[src/logic/spmd_pkg.sv]
// spmd host link definitions
package spmd_pkg;

  // data word and word address widths
  localparam int DATA_W = 32;
  localparam int ADDR_W = 6;  // 64 words of dmem

  // global cycle counter width
  localparam int CTR_W = 32;

  // link packet opcodes
  typedef enum logic [1:0] {
    OP_STORE      = 2'b00,
    OP_LOAD       = 2'b01,
    OP_PRINT_STAT = 2'b10,
    OP_FINISH     = 2'b11
  } link_op_e;

  // link packet, 40 bits
  // [39:38] op, [37:32] addr, [31:0] data
  typedef struct packed {
    link_op_e            op;
    logic [ADDR_W-1:0]   addr;
    logic [DATA_W-1:0]   data;  // store data or print-stat tag
  } link_pkt_t;

endpackage

[src/logic/mc_link_if.sv]
// manycore link channel
`timescale 1ns/1ps

interface mc_link_if
  import spmd_pkg::*;
  ();

  logic              valid;
  logic              ready;  // level, independent of valid
  link_op_e          op;
  logic [ADDR_W-1:0] addr;
  logic [DATA_W-1:0] data;

  // packet producer side
  modport sender (
    output valid
    ,output op
    ,output addr
    ,output data
    ,input  ready
  );

  // packet consumer side
  modport receiver (
    input   valid
    ,input  op
    ,input  addr
    ,input  data
    ,output ready
  );

endinterface

[src/logic/reset_sequencer.sv]
// tag phase and core reset chain
`timescale 1ns/1ps

module reset_sequencer
  import spmd_pkg::*;
  #(parameter int dmem_size_p   = 64
    ,parameter int reset_depth_p = 3
  )
  (input  logic              clk_i
   ,input  logic              rst_n_i
   ,output logic              clr_en_o
   ,output logic [ADDR_W-1:0] clr_addr_o
   ,output logic              core_reset_o
  );

  logic [ADDR_W-1:0]        clr_cnt_r;
  logic                     tag_done_r;
  logic [reset_depth_p-1:0] chain_r;

  // walk dmem once, one word per cycle
  always_ff @(posedge clk_i or negedge rst_n_i) begin
    if (!rst_n_i) begin
      clr_cnt_r  <= '0;
      tag_done_r <= 1'b0;
    end else if (!tag_done_r) begin
      clr_cnt_r <= clr_cnt_r + 1'b1;
      if (clr_cnt_r == ADDR_W'(dmem_size_p - 1))
        tag_done_r <= 1'b1;  // last word cleared
    end
  end

  assign clr_en_o   = ~tag_done_r;
  assign clr_addr_o = clr_cnt_r;

  // tag done delayed by reset_depth_p stages
  always_ff @(posedge clk_i or negedge rst_n_i) begin
    if (!rst_n_i) begin
      chain_r <= '0;
    end else begin
      chain_r[0] <= tag_done_r;
      for (int i = 1; i < reset_depth_p; i++)
        chain_r[i] <= chain_r[i-1];
    end
  end

  assign core_reset_o = ~chain_r[reset_depth_p-1];

endmodule

[src/logic/spmd_loader.sv]
// host request loader
`timescale 1ns/1ps

module spmd_loader
  import spmd_pkg::*;
  (input  logic              clk_i
   ,input  logic              rst_n_i
   ,input  logic              core_reset_i
   ,input  logic              host_v_i
   ,input  link_op_e          host_op_i
   ,input  logic [ADDR_W-1:0] host_addr_i
   ,input  logic [DATA_W-1:0] host_data_i
   ,output logic              host_ready_o
   ,mc_link_if.sender         link_o
   ,input  logic              done_i
  );

  link_pkt_t pkt_r;
  logic      pkt_v_r;
  logic      closed_r;  // finish already taken
  logic      accept;
  logic      send;

  assign send   = pkt_v_r & link_o.ready;
  assign accept = host_v_i & host_ready_o;

  // register free, or emptied this cycle
  assign host_ready_o = ~core_reset_i & ~closed_r & ~done_i
                        & (~pkt_v_r | link_o.ready);

  always_ff @(posedge clk_i or negedge rst_n_i) begin
    if (!rst_n_i) begin
      pkt_v_r  <= 1'b0;
      closed_r <= 1'b0;
    end else if (core_reset_i) begin
      pkt_v_r  <= 1'b0;
      closed_r <= 1'b0;
    end else begin
      if (accept)
        pkt_v_r <= 1'b1;
      else if (send)
        pkt_v_r <= 1'b0;

      // nothing may follow a finish
      if (accept && (host_op_i == OP_FINISH))
        closed_r <= 1'b1;
    end
  end

  // packet payload
  always_ff @(posedge clk_i) begin
    if (accept) begin
      pkt_r.op   <= host_op_i;
      pkt_r.addr <= host_addr_i;
      pkt_r.data <= host_data_i;
    end
  end

  assign link_o.valid = pkt_v_r;
  assign link_o.op    = pkt_r.op;
  assign link_o.addr  = pkt_r.addr;
  assign link_o.data  = pkt_r.data;

endmodule

[src/logic/link_fifo.sv]
// link packet fifo
`timescale 1ns/1ps

module link_fifo
  import spmd_pkg::*;
  #(parameter int fifo_depth_p = 4
  )
  (input  logic        clk_i
   ,input  logic        rst_n_i
   ,input  logic        core_reset_i
   ,mc_link_if.receiver in_link
   ,mc_link_if.sender   out_link
  );

  localparam int PTR_W = (fifo_depth_p > 1) ? $clog2(fifo_depth_p) : 1;
  localparam int CNT_W = $clog2(fifo_depth_p + 1);

  link_pkt_t        mem_r [fifo_depth_p];
  logic [PTR_W-1:0] wr_ptr_r;
  logic [PTR_W-1:0] rd_ptr_r;
  logic [CNT_W-1:0] count_r;
  logic             push;
  logic             pop;

  assign in_link.ready  = ~core_reset_i & (count_r != CNT_W'(fifo_depth_p));
  assign out_link.valid = (count_r != '0);

  assign push = in_link.valid & in_link.ready;
  assign pop  = out_link.valid & out_link.ready;

  always_ff @(posedge clk_i or negedge rst_n_i) begin
    if (!rst_n_i) begin
      wr_ptr_r <= '0;
      rd_ptr_r <= '0;
      count_r  <= '0;
    end else if (core_reset_i) begin
      wr_ptr_r <= '0;  // flush
      rd_ptr_r <= '0;
      count_r  <= '0;
    end else begin
      if (push)
        wr_ptr_r <= (wr_ptr_r == PTR_W'(fifo_depth_p - 1)) ? '0 : wr_ptr_r + 1'b1;
      if (pop)
        rd_ptr_r <= (rd_ptr_r == PTR_W'(fifo_depth_p - 1)) ? '0 : rd_ptr_r + 1'b1;
      case ({push, pop})
        2'b10:   count_r <= count_r + 1'b1;
        2'b01:   count_r <= count_r - 1'b1;
        default: count_r <= count_r;  // none, or both
      endcase
    end
  end

  always_ff @(posedge clk_i) begin
    if (push) begin
      mem_r[wr_ptr_r].op   <= in_link.op;
      mem_r[wr_ptr_r].addr <= in_link.addr;
      mem_r[wr_ptr_r].data <= in_link.data;
    end
  end

  assign out_link.op   = mem_r[rd_ptr_r].op;
  assign out_link.addr = mem_r[rd_ptr_r].addr;
  assign out_link.data = mem_r[rd_ptr_r].data;

endmodule

[src/logic/tile_endpoint.sv]
// tile endpoint with data memory
`timescale 1ns/1ps

module tile_endpoint
  import spmd_pkg::*;
  #(parameter int dmem_size_p = 64
  )
  (input  logic              clk_i
   ,input  logic              rst_n_i
   ,input  logic              core_reset_i
   ,input  logic              clr_en_i
   ,input  logic [ADDR_W-1:0] clr_addr_i
   ,mc_link_if.receiver       link_i
   ,output logic              rsp_v_o
   ,output logic [DATA_W-1:0] rsp_data_o
   ,output logic              print_stat_v_o
   ,output logic [DATA_W-1:0] print_stat_tag_o
   ,output logic [CTR_W-1:0]  print_stat_ctr_o
   ,output logic              done_o
  );

  logic [DATA_W-1:0] dmem_r [dmem_size_p];
  logic [CTR_W-1:0]  ctr_r;
  logic              pop;
  logic              is_store;
  logic              is_load;
  logic              is_stat;
  logic              is_finish;
  logic              rsp_v_r;
  logic              stat_v_r;
  logic              done_r;
  logic [DATA_W-1:0] rsp_data_r;
  logic [DATA_W-1:0] stat_tag_r;
  logic [CTR_W-1:0]  stat_ctr_r;

  assign link_i.ready = ~core_reset_i;  // one packet per cycle
  assign pop          = link_i.valid & link_i.ready;

  // opcode decode
  always_comb begin
    is_store  = 1'b0;
    is_load   = 1'b0;
    is_stat   = 1'b0;
    is_finish = 1'b0;
    case (link_i.op)
      OP_STORE:      is_store  = pop;
      OP_LOAD:       is_load   = pop;
      OP_PRINT_STAT: is_stat   = pop;
      OP_FINISH:     is_finish = pop;
      default:       is_store  = 1'b0;
    endcase
  end

  // tag phase clear has priority
  always_ff @(posedge clk_i) begin
    if (clr_en_i)
      dmem_r[clr_addr_i] <= '0;
    else if (is_store)
      dmem_r[link_i.addr] <= link_i.data;
  end

  // global cycle counter, zero while in core reset
  always_ff @(posedge clk_i or negedge rst_n_i) begin
    if (!rst_n_i)
      ctr_r <= '0;
    else if (core_reset_i)
      ctr_r <= '0;
    else
      ctr_r <= ctr_r + 1'b1;
  end

  always_ff @(posedge clk_i or negedge rst_n_i) begin
    if (!rst_n_i) begin
      rsp_v_r  <= 1'b0;
      stat_v_r <= 1'b0;
      done_r   <= 1'b0;
    end else if (core_reset_i) begin
      rsp_v_r  <= 1'b0;
      stat_v_r <= 1'b0;
      done_r   <= 1'b0;
    end else begin
      rsp_v_r  <= is_load;   // single cycle pulse
      stat_v_r <= is_stat;
      if (is_finish)
        done_r <= 1'b1;      // sticky
    end
  end

  always_ff @(posedge clk_i) begin
    if (is_load)
      rsp_data_r <= dmem_r[link_i.addr];
    if (is_stat) begin
      stat_tag_r <= link_i.data;
      stat_ctr_r <= ctr_r;
    end
  end

  assign rsp_v_o          = rsp_v_r;
  assign rsp_data_o       = rsp_data_r;
  assign print_stat_v_o   = stat_v_r;
  assign print_stat_tag_o = stat_tag_r;
  assign print_stat_ctr_o = stat_ctr_r;
  assign done_o           = done_r;

endmodule

[src/logic/spmd_host_top.sv]
// spmd host harness top level
`timescale 1ns/1ps

module spmd_host_top
  import spmd_pkg::*;
  #(parameter int dmem_size_p   = 64
    ,parameter int fifo_depth_p  = 4
    ,parameter int reset_depth_p = 3
  )
  (input  logic              clk_i
   ,input  logic              rst_n_i

   // host requests
   ,input  logic              host_v_i
   ,input  link_op_e          host_op_i
   ,input  logic [ADDR_W-1:0] host_addr_i
   ,input  logic [DATA_W-1:0] host_data_i
   ,output logic              host_ready_o

   // load responses
   ,output logic              rsp_v_o
   ,output logic [DATA_W-1:0] rsp_data_o

   // print-stat events
   ,output logic              print_stat_v_o
   ,output logic [DATA_W-1:0] print_stat_tag_o
   ,output logic [CTR_W-1:0]  print_stat_ctr_o

   ,output logic              done_o
   ,output logic              reset_o
  );

  logic              core_reset;
  logic              clr_en;
  logic [ADDR_W-1:0] clr_addr;
  logic              done;

  mc_link_if ld2fifo ();
  mc_link_if fifo2ep ();

  // core reset released after dmem clear
  reset_sequencer #(
    .dmem_size_p(dmem_size_p)
    ,.reset_depth_p(reset_depth_p)
  ) u_reset_sequencer (
    .clk_i(clk_i)
    ,.rst_n_i(rst_n_i)
    ,.clr_en_o(clr_en)
    ,.clr_addr_o(clr_addr)
    ,.core_reset_o(core_reset)
  );

  spmd_loader u_spmd_loader (
    .clk_i(clk_i)
    ,.rst_n_i(rst_n_i)
    ,.core_reset_i(core_reset)
    ,.host_v_i(host_v_i)
    ,.host_op_i(host_op_i)
    ,.host_addr_i(host_addr_i)
    ,.host_data_i(host_data_i)
    ,.host_ready_o(host_ready_o)
    ,.link_o(ld2fifo)
    ,.done_i(done)
  );

  link_fifo #(
    .fifo_depth_p(fifo_depth_p)
  ) u_link_fifo (
    .clk_i(clk_i)
    ,.rst_n_i(rst_n_i)
    ,.core_reset_i(core_reset)
    ,.in_link(ld2fifo)
    ,.out_link(fifo2ep)
  );

  tile_endpoint #(
    .dmem_size_p(dmem_size_p)
  ) u_tile_endpoint (
    .clk_i(clk_i)
    ,.rst_n_i(rst_n_i)
    ,.core_reset_i(core_reset)
    ,.clr_en_i(clr_en)
    ,.clr_addr_i(clr_addr)
    ,.link_i(fifo2ep)
    ,.rsp_v_o(rsp_v_o)
    ,.rsp_data_o(rsp_data_o)
    ,.print_stat_v_o(print_stat_v_o)
    ,.print_stat_tag_o(print_stat_tag_o)
    ,.print_stat_ctr_o(print_stat_ctr_o)
    ,.done_o(done)
  );

  assign done_o  = done;
  assign reset_o = core_reset;

endmodule

[config.mk]
export PLATFORM = sky130hd
export DESIGN_NAME = spmd_host_top
export DESIGN_NICKNAME = d
export VERILOG_FILES = /design/src/logic/spmd_pkg.sv /design/src/logic/mc_link_if.sv /design/src/logic/reset_sequencer.sv /design/src/logic/spmd_loader.sv /design/src/logic/link_fifo.sv /design/src/logic/tile_endpoint.sv /design/src/logic/spmd_host_top.sv
export SDC_FILE = /design/constraint.sdc
export NUM_CORES = 2
export LEC_CHECK = 0
export BUFFER_PORTS_ARGS = -buffer_cell sky130_fd_sc_hd__buf_4
export CORE_MARGIN = 4
export CORE_UTILIZATION = 34
export DETAILED_ROUTE_END_ITERATION = 10
export SYNTH_ARGS = -nofsm -noshare
export SYNTH_HDL_FRONTEND = slang
export SYNTH_HIERARCHICAL = 1
export SYNTH_SLANG_ARGS = --single-unit
[constraint.sdc]
create_clock -name clk_i -period 6.8 [get_ports clk_i]
set_input_delay 1.36 -clock clk_i [delete_from_list [all_inputs] [get_ports clk_i]]
set_output_delay 1.36 -clock clk_i [all_outputs]
set_load 0.05 [all_outputs]
# Yosys cells after proc, flatten, opt, wreduce, memory -nomap -nowiden
# Memory sizes are Yosys's and may differ from the RTL's. A register that Yosys moved wholly into a read port is not among the register bits.
# Cells that the tools add are included.
[word_totals] ff_bits=158 mem_bits_rw=2208 inputBits=43 output_inout_bits=101 elab_cells=90 n_memories=2
[mem_list] memory="u_tile_endpoint.dmem_r" words=64 width=32 read_ports=1 rd_ports_with_merged_regs=1 wr=1 line_no="tile_endpoint.sv:22" source="logic [DATA_W-1:0] dmem_r [dmem_size_p];"
[mem_list] memory="u_link_fifo.mem_r" words=4 width=40 read_ports=1 rd_ports_with_merged_regs=0 wr=1 line_no="link_fifo.sv:18" source="link_pkt_t mem_r [fifo_depth_p];"
[classes] add_sub_neg=6 n_eq_ne=16 n_mux=33 bitwise_logic=12 reduce_logical=4
[op_table] cell="$mux W32" n=2
[op_table] cell="$add A32 B1 Y32 const B" n=1
[op_table] cell="$reduce_or A32 Y1" n=1
[op_table] cell="$mux W1" n=22
[op_table] cell="$eq A2 B2 Y1 const B" n=6
[op_table] cell="$mux W2" n=6
[op_table] cell="$ne A2 B1 Y1 const B" n=4
[op_table] cell="$and A1 B1 Y1" n=7
[op_table] cell="$add A6 B1 Y6 const B" n=1
[op_table] cell="$eq A6 B6 Y1 const B" n=1
[op_table] cell="$mux W6" n=1
[op_table] cell="$ne A3 B1 Y1 const B" n=2
[op_table] cell="$pmux W3 S2" n=1
[op_table] cell="$add A2 B1 Y2 const B" n=2
[op_table] cell="$eq A2 B1 Y1 const B" n=2
[op_table] cell="$not A1 Y1" n=4
[op_table] cell="$add A3 B1 Y3 const B" n=1
[op_table] cell="$mux W3" n=1
[op_table] cell="$ne A3 B3 Y1 const B" n=1
[op_table] cell="$reduce_bool A3 Y1" n=1
[op_table] cell="$sub A3 B1 Y3 const B" n=1
[op_table] cell="$logic_not A2 Y1" n=1
[op_table] cell="$logic_and A1 B1 Y1" n=1
[op_table] cell="$or A1 B1 Y1" n=1

# Depth between registers and ports, before layout
[logic_depth] depth_word=8 ltp_mapped=13 depth_no_buf=8

# Hierarchy
# Netlist, hierarchy kept.
[modules_own_cells] mod="tile_endpoint" instances=1 cells_per_inst=3801 area_per_inst_um2=82985.8 seq_area_each_um2=65257.6
[modules_own_cells] mod="link_fifo" instances=1 cells_per_inst=277 area_per_inst_um2=6382.4 seq_area_each_um2=4979.8
[modules_own_cells] mod="spmd_loader" instances=1 cells_per_inst=52 area_per_inst_um2=1317.5 seq_area_each_um2=1251.2
[modules_own_cells] mod="reset_sequencer" instances=1 cells_per_inst=26 area_per_inst_um2=364.1 seq_area_each_um2=250.2

# Least setup slack after synthesis
# Ideal clock, no wire load.
[synth_path] path_kind="register to register" startpoint="register u_link_fifo.rd_ptr_r[0]" endpoint="register u_tile_endpoint.stat_ctr_r[0] (netlist: u_tile_endpoint/print_stat_ctr_o[0]) (enable)" setup_ns=0.578 arrival_time_ns=5.850 required_ns=6.222 setup_slack_ns=0.372 path_stages_with_launch=5 n_path_buf=2 synth_period_minus_slack_ns=6.428 path_cell_list="dfrtp_1 buf_2 buf_2 mux4_2 nor3b_1"
[synth_between] elab_chain_len=3
[synth_rtl] element="start: declaration" line_no="link_fifo.sv:20" source="logic [PTR_W-1:0] rd_ptr_r;"
[synth_rtl] element="start signal: assignment" line_no="link_fifo.sv:44" source="rd_ptr_r <= (rd_ptr_r == PTR_W'(fifo_depth_p - 1)) ? '0 : rd_ptr_r + 1'b1;"
[synth_rtl] element="$mem_v2 Z4 W40"
[synth_rtl] element="via fifo2ep.op[1]" line_no="mc_link_if.sv:10" source="link_op_e op;"
[synth_rtl] element="$eq A2 B2 Y1" line_no="tile_endpoint.sv:45" source="case (link_i.op)"
[synth_rtl] element="$mux W1" line_no="tile_endpoint.sv:45"
[synth_rtl] element="via u_tile_endpoint.is_stat" line_no="tile_endpoint.sv:27" source="logic is_stat;"
[synth_rtl] element="end signal: assignment" line_no="tile_endpoint.sv:94" source="stat_ctr_r <= ctr_r;"
[synth_rtl] element="end: declaration" line_no="tile_endpoint.sv:34" source="logic [CTR_W-1:0] stat_ctr_r;"
# The timed path passes the listed nets, and every way through them passes these cells.
# A chain may end at the register's enable or synchronous reset.

# Worst setup path after layout
[layout_path] startpoint="register u_link_fifo.rd_ptr_r[0]" endpoint="register u_tile_endpoint.rsp_data_r[29] (netlist: u_tile_endpoint/rsp_data_o[29]), read port of u_tile_endpoint.dmem_r, data pin"
[layout_between] elab_cells_between_ends=3 cone_classes="eq/ne: 1; mux: 1; memory: 1"
[layout_rtl] element="$mem_v2 Z4 W40"
[layout_rtl] element="via fifo2ep.addr[1]" line_no="mc_link_if.sv:11" source="logic [ADDR_W-1:0] addr;"
[layout_rtl] element="end: declaration" line_no="tile_endpoint.sv:32" source="logic [DATA_W-1:0] rsp_data_r;"
# The timed path passes the listed nets, and every way through them passes these cells.

==> summary.txt <==
Run status
  – Status: finished clean

Layout
  – Post-route cell area: 105,000 um^2
  – Commonest non-fill, non-tap cell in the layout: sky130_fd_sc_hd__edfxtp_1
  – Final cell utilization of the core: 39.4%
  – Ratio of cells with drive above 1 in the final layout: roughly 28%
  – Highest-count cells in the layout ignoring fill and taps: sky130_fd_sc_hd__edfxtp_1, sky130_fd_sc_hd__mux4_2, sky130_fd_sc_hd__buf_4
  – Fin nets: roughly 4,500
  – Final-layout fill cell count: roughly 24,000
  – Fin cells: 8,187
  – Area growth from synthesis to final layout: 14.9%

GRT
  – Via count of the first global-routing pass: ~45,000
  – Global-route wire length before repair: 329,000 um
  – GRT overflow: 0
  – Initial antenna violation count: 4
  – Pin count of the biggest net entering global routing: 116
  – GRT Overall Usage: between 10% and 20%

Place
  – RePlAce Congestion: 0.776
  – IO Port Bufs: about 140
  – Cells after DPL: 7,753
  – Placed cell area: 97,200 um^2
  – Estimated wirelength of the detail-placed design: between 100,000 and 150,000 um

Clock tree
  – CTS Sinks: roughly 2,400
  – Clock slew at the register clock pins of the worst setup and hold paths: 60 ps
  – Cts bufs inserted: between 200 and 250
  – Clock latency at the later pin of the worst-skew pair: 870 ps
  – Post-cts hold buffer count: 0
  – Maximum buffer depth of the clock tree: 3
  – Root Buffer Master: sky130_fd_sc_hd__clkbuf_16
  – Buffer count from post-CTS setup fixing: 0
  – Gates resized, CTS repair: 0
  – TritonCTS clock tree: done
  – H-Tree Depth: 4

STA
  – Worst-case headroom to the max-slew limit: 8.64%
  – Count of final setup violators: 0
  – Final Hold Violating Endpoints: 0
  – Number of max-slew violations in the final report: 0
  – RSZ-0062 raised after global routing: false
  – Measured slew at the worst slew-check pin: about 1400 ps
  – Final clock skew: around 46 ps
  – Maximum clock frequency: 200 MHz
  – Setup TNS after final layout: 0 ps
  – Time the worst path needs with I/O delays and setup: 5000 ps
  – Post-route fraction of the period consumed by the critical path: approximately three quarters
  – Smallest hold slack: between 300 and 400 ps

Worst setup path
  – Worst Path Required: 7360 ps
  – Worst R2R Setup Slack: 1800 ps
  – Kind of start point of the critical path: register
  – Critical path fanouts, max: 104
  – Worst Path Class, Setup: register to register
  – Worst Path Arrival: about 5600 ps
  – Kind of end point of the critical path: register

Logic synthesis
  – Count of different cell masters after synthesis: 63
  – Share of async-settable or async-resettable flops after synthesis: 2.25%
  – Gate count after technology mapping: 4,156
  – Mean instance size in the synthesized netlist: 21.9 um^2
  – Portion of the post-synthesis area used by sequential elements: 78.8%
  – Yosys warnings: 6
  – Seq cells post-synth: 2,398
  – Most common flop cell mapped by yosys: sky130_fd_sc_hd__edfxtp_1
  – EDFF count, synth: 2,344
  – Summed instance area of the synthesized netlist: around 90,000 um^2
  – Post-Syn Nets: 4,207

Floorplanning
  – Placeable Area: 266,000 um^2
  – Area of the die: 276,000 um^2
  – Y dimension of the die: approximately 530 um
  – Number of placement rows: 189
  – Horizontal die dimension: 525 um
  – Initial standard-cell utilization of the core: 34.3%
  – Number of ports placed on the die boundary: 144

Pwr
  – Portion of total power attributed to the clock network: 43.8%
  – Share of total power consumed by net switching: 19.2%
  – IR drop worst, VDD: 0.000281 V
  – Register share of total power: a little under three fifths
  – Combinational share of power: 0.1%
  – Switching pwr: 0.00547 W
  – Internal portion of total power: approximately 0.023 W
  – Static power due to leakage: ~28 nW
  – Total power per unit cell area: 272 nW/um^2

Route
  – Wirelength per Cell: ~28 um
  – Total Wirelength: 228,000 um
  – Count of routing violations after the opening detailed-route iteration: 5,149
  – Via count: 44,100
  – Number of design rule violations left after detail routing: 0
  – Routed vias/inst: 5.39
  – Number of search-and-repair iterations in the first detailed-routing pass: 5
  – Detail Route Antenna Nets: 0

Job
  – # Max-Cap Violations: 0

Hold path
  – Min-delay worst type: register to register
critical path, cell delays in order, from the launching register on:
cell	delay, ps
sky130_fd_sc_hd__dfrtp_2	880
sky130_fd_sc_hd__mux4_4	740
sky130_fd_sc_hd__buf_12	410
sky130_fd_sc_hd__buf_4	950
sky130_fd_sc_hd__mux4_2	440
sky130_fd_sc_hd__a22o_1	280
sky130_fd_sc_hd__nor3_1	500
sky130_fd_sc_hd__a311oi_1	100
routing by layer:
metal | global-route usage, % | up-vias | routed length (um)
met5 | 0 | - | 0
li1 | - | 18100 | -
met4 | 4.05 | 0 | 4900
met3 | 3.02 | 290 | 17600
met1 | 22.9 | 23900 | 95100
met2 | 26.1 | 1879 | 110000
power by group through the flow:
stage / sequential (W) / clock [W] / combinational (W)
4_1_cts: 0.0160 / 0.0127 / 0.0000284
6_report: 0.0160 / 0.0125 / 0.0000275
3_3_place_gp: 0.0163 / 0 / 0.0000282
3_5_place_dp: 0.0163 / 0 / 0.0000284
5_1_grt: 0.0160 / 0.0134 / 0.0000306
2_1_floorplan: 0.0163 / 0 / 0.000000434
state kept, by name (all words and copies together) (netlist names), 2 cells and up:
| name | count |
|---|---|
| u_tile_endpoint/print_stat_tag_o | 32 |
| u_link_fifo/mem_r | 160 |
| u_reset_sequencer/chain_r | 3 |
| u_link_fifo/rd_ptr_r | 2 |
| u_tile_endpoint/dmem_r | 2048 |
| u_tile_endpoint/ctr_r | 32 |
| u_tile_endpoint/print_stat_ctr_o | 32 |
| u_link_fifo/count_r | 3 |
| u_spmd_loader/link_o.data | 32 |
| u_spmd_loader/link_o.op | 2 |
| u_reset_sequencer/clr_addr_o | 6 |
| u_link_fifo/wr_ptr_r | 2 |
| u_tile_endpoint/rsp_data_o | 32 |
| u_spmd_loader/link_o.addr | 6 |
cells by family (layout without fill, tap and decap cells):
logic type | count (synthesis) | in the layout | share of synthesized area (%)
xor+xnor | 35 | 35 | 0.337
simple gates | 435 | 435 | 2.37
fa+ha+maj | 8 | 8 | 0.118
other cells | 0 | 2 | 0
mux | 642 | 642 | 13.8
flops | 2398 | 2398 | 78.8
compound gates | 394 | 394 | 3.21
buf+inv | 244 | 740 | 1.33
metrics by stage:
stage          power, W  setup slack, ps
6_report         0.0285             1800
5_1_grt          0.0294             1530
4_1_cts          0.0287             1830
3_5_place_dp     0.0163             1810
3_3_place_gp     0.0163             1790
2_1_floorplan    0.0163              372
final cells by class:
cell class / count / area [um^2] / area share, %
Tap cell: 3533 / 4420 / 4.23
Multi-Input combinational cell: 1514 / 18700 / 17.8
Antenna cell: 2 / 5.00 / 0.00478
Clock buffer: 283 / 6000 / 5.73
Timing Repair Buffer: 296 / 2350 / 2.24
Sequential cell: 2398 / 71700 / 68.6
Inverter: 13 / 48.8 / 0.0466
Clock inverter: 148 / 1380 / 1.32
cells in the mapped netlist, types with 25 or more instances:
master / instances / area share [%]
sky130_fd_sc_hd__nor2_1: 113 / 0.47
sky130_fd_sc_hd__xnor2_1: 26 / 0.25
sky130_fd_sc_hd__and2_1: 39 / 0.27
sky130_fd_sc_hd__nand3_1: 34 / 0.19
sky130_fd_sc_hd__nand2_1: 116 / 0.48
sky130_fd_sc_hd__dfrtp_1: 54 / 1.5
sky130_fd_sc_hd__a21oi_1: 52 / 0.29
sky130_fd_sc_hd__o22ai_1: 25 / 0.17
sky130_fd_sc_hd__mux2i_1: 99 / 1.1
sky130_fd_sc_hd__o221ai_1: 40 / 0.38
sky130_fd_sc_hd__clkbuf_1: 104 / 0.43
sky130_fd_sc_hd__a22oi_1: 128 / 1.1
sky130_fd_sc_hd__a22o_1: 54 / 0.52
sky130_fd_sc_hd__buf_4: 38 / 0.31
sky130_fd_sc_hd__edfxtp_1: 2344 / 77
sky130_fd_sc_hd__buf_2: 61 / 0.34
sky130_fd_sc_hd__mux2_2: 54 / 0.67
sky130_fd_sc_hd__mux4_2: 488 / 12
final timing paths:
check                                        startpoint  cells after the start                              to
min                        u_reset_sequencer/chain_r[0]                      0    u_reset_sequencer/chain_r[1]
max                             u_link_fifo/rd_ptr_r[0]                      7  u_tile_endpoint/rsp_data_o[29]
min reg2reg                u_reset_sequencer/chain_r[0]                      0    u_reset_sequencer/chain_r[1]
max reg2reg                     u_link_fifo/rd_ptr_r[0]                      7  u_tile_endpoint/rsp_data_o[29]
max in group asynchronous                       rst_n_i                      1         u_link_fifo/rd_ptr_r[1]
min in group asynchronous                       rst_n_i                      1         u_tile_endpoint/rsp_v_o
Note: power is estimated with default switching activity, not from simulation.
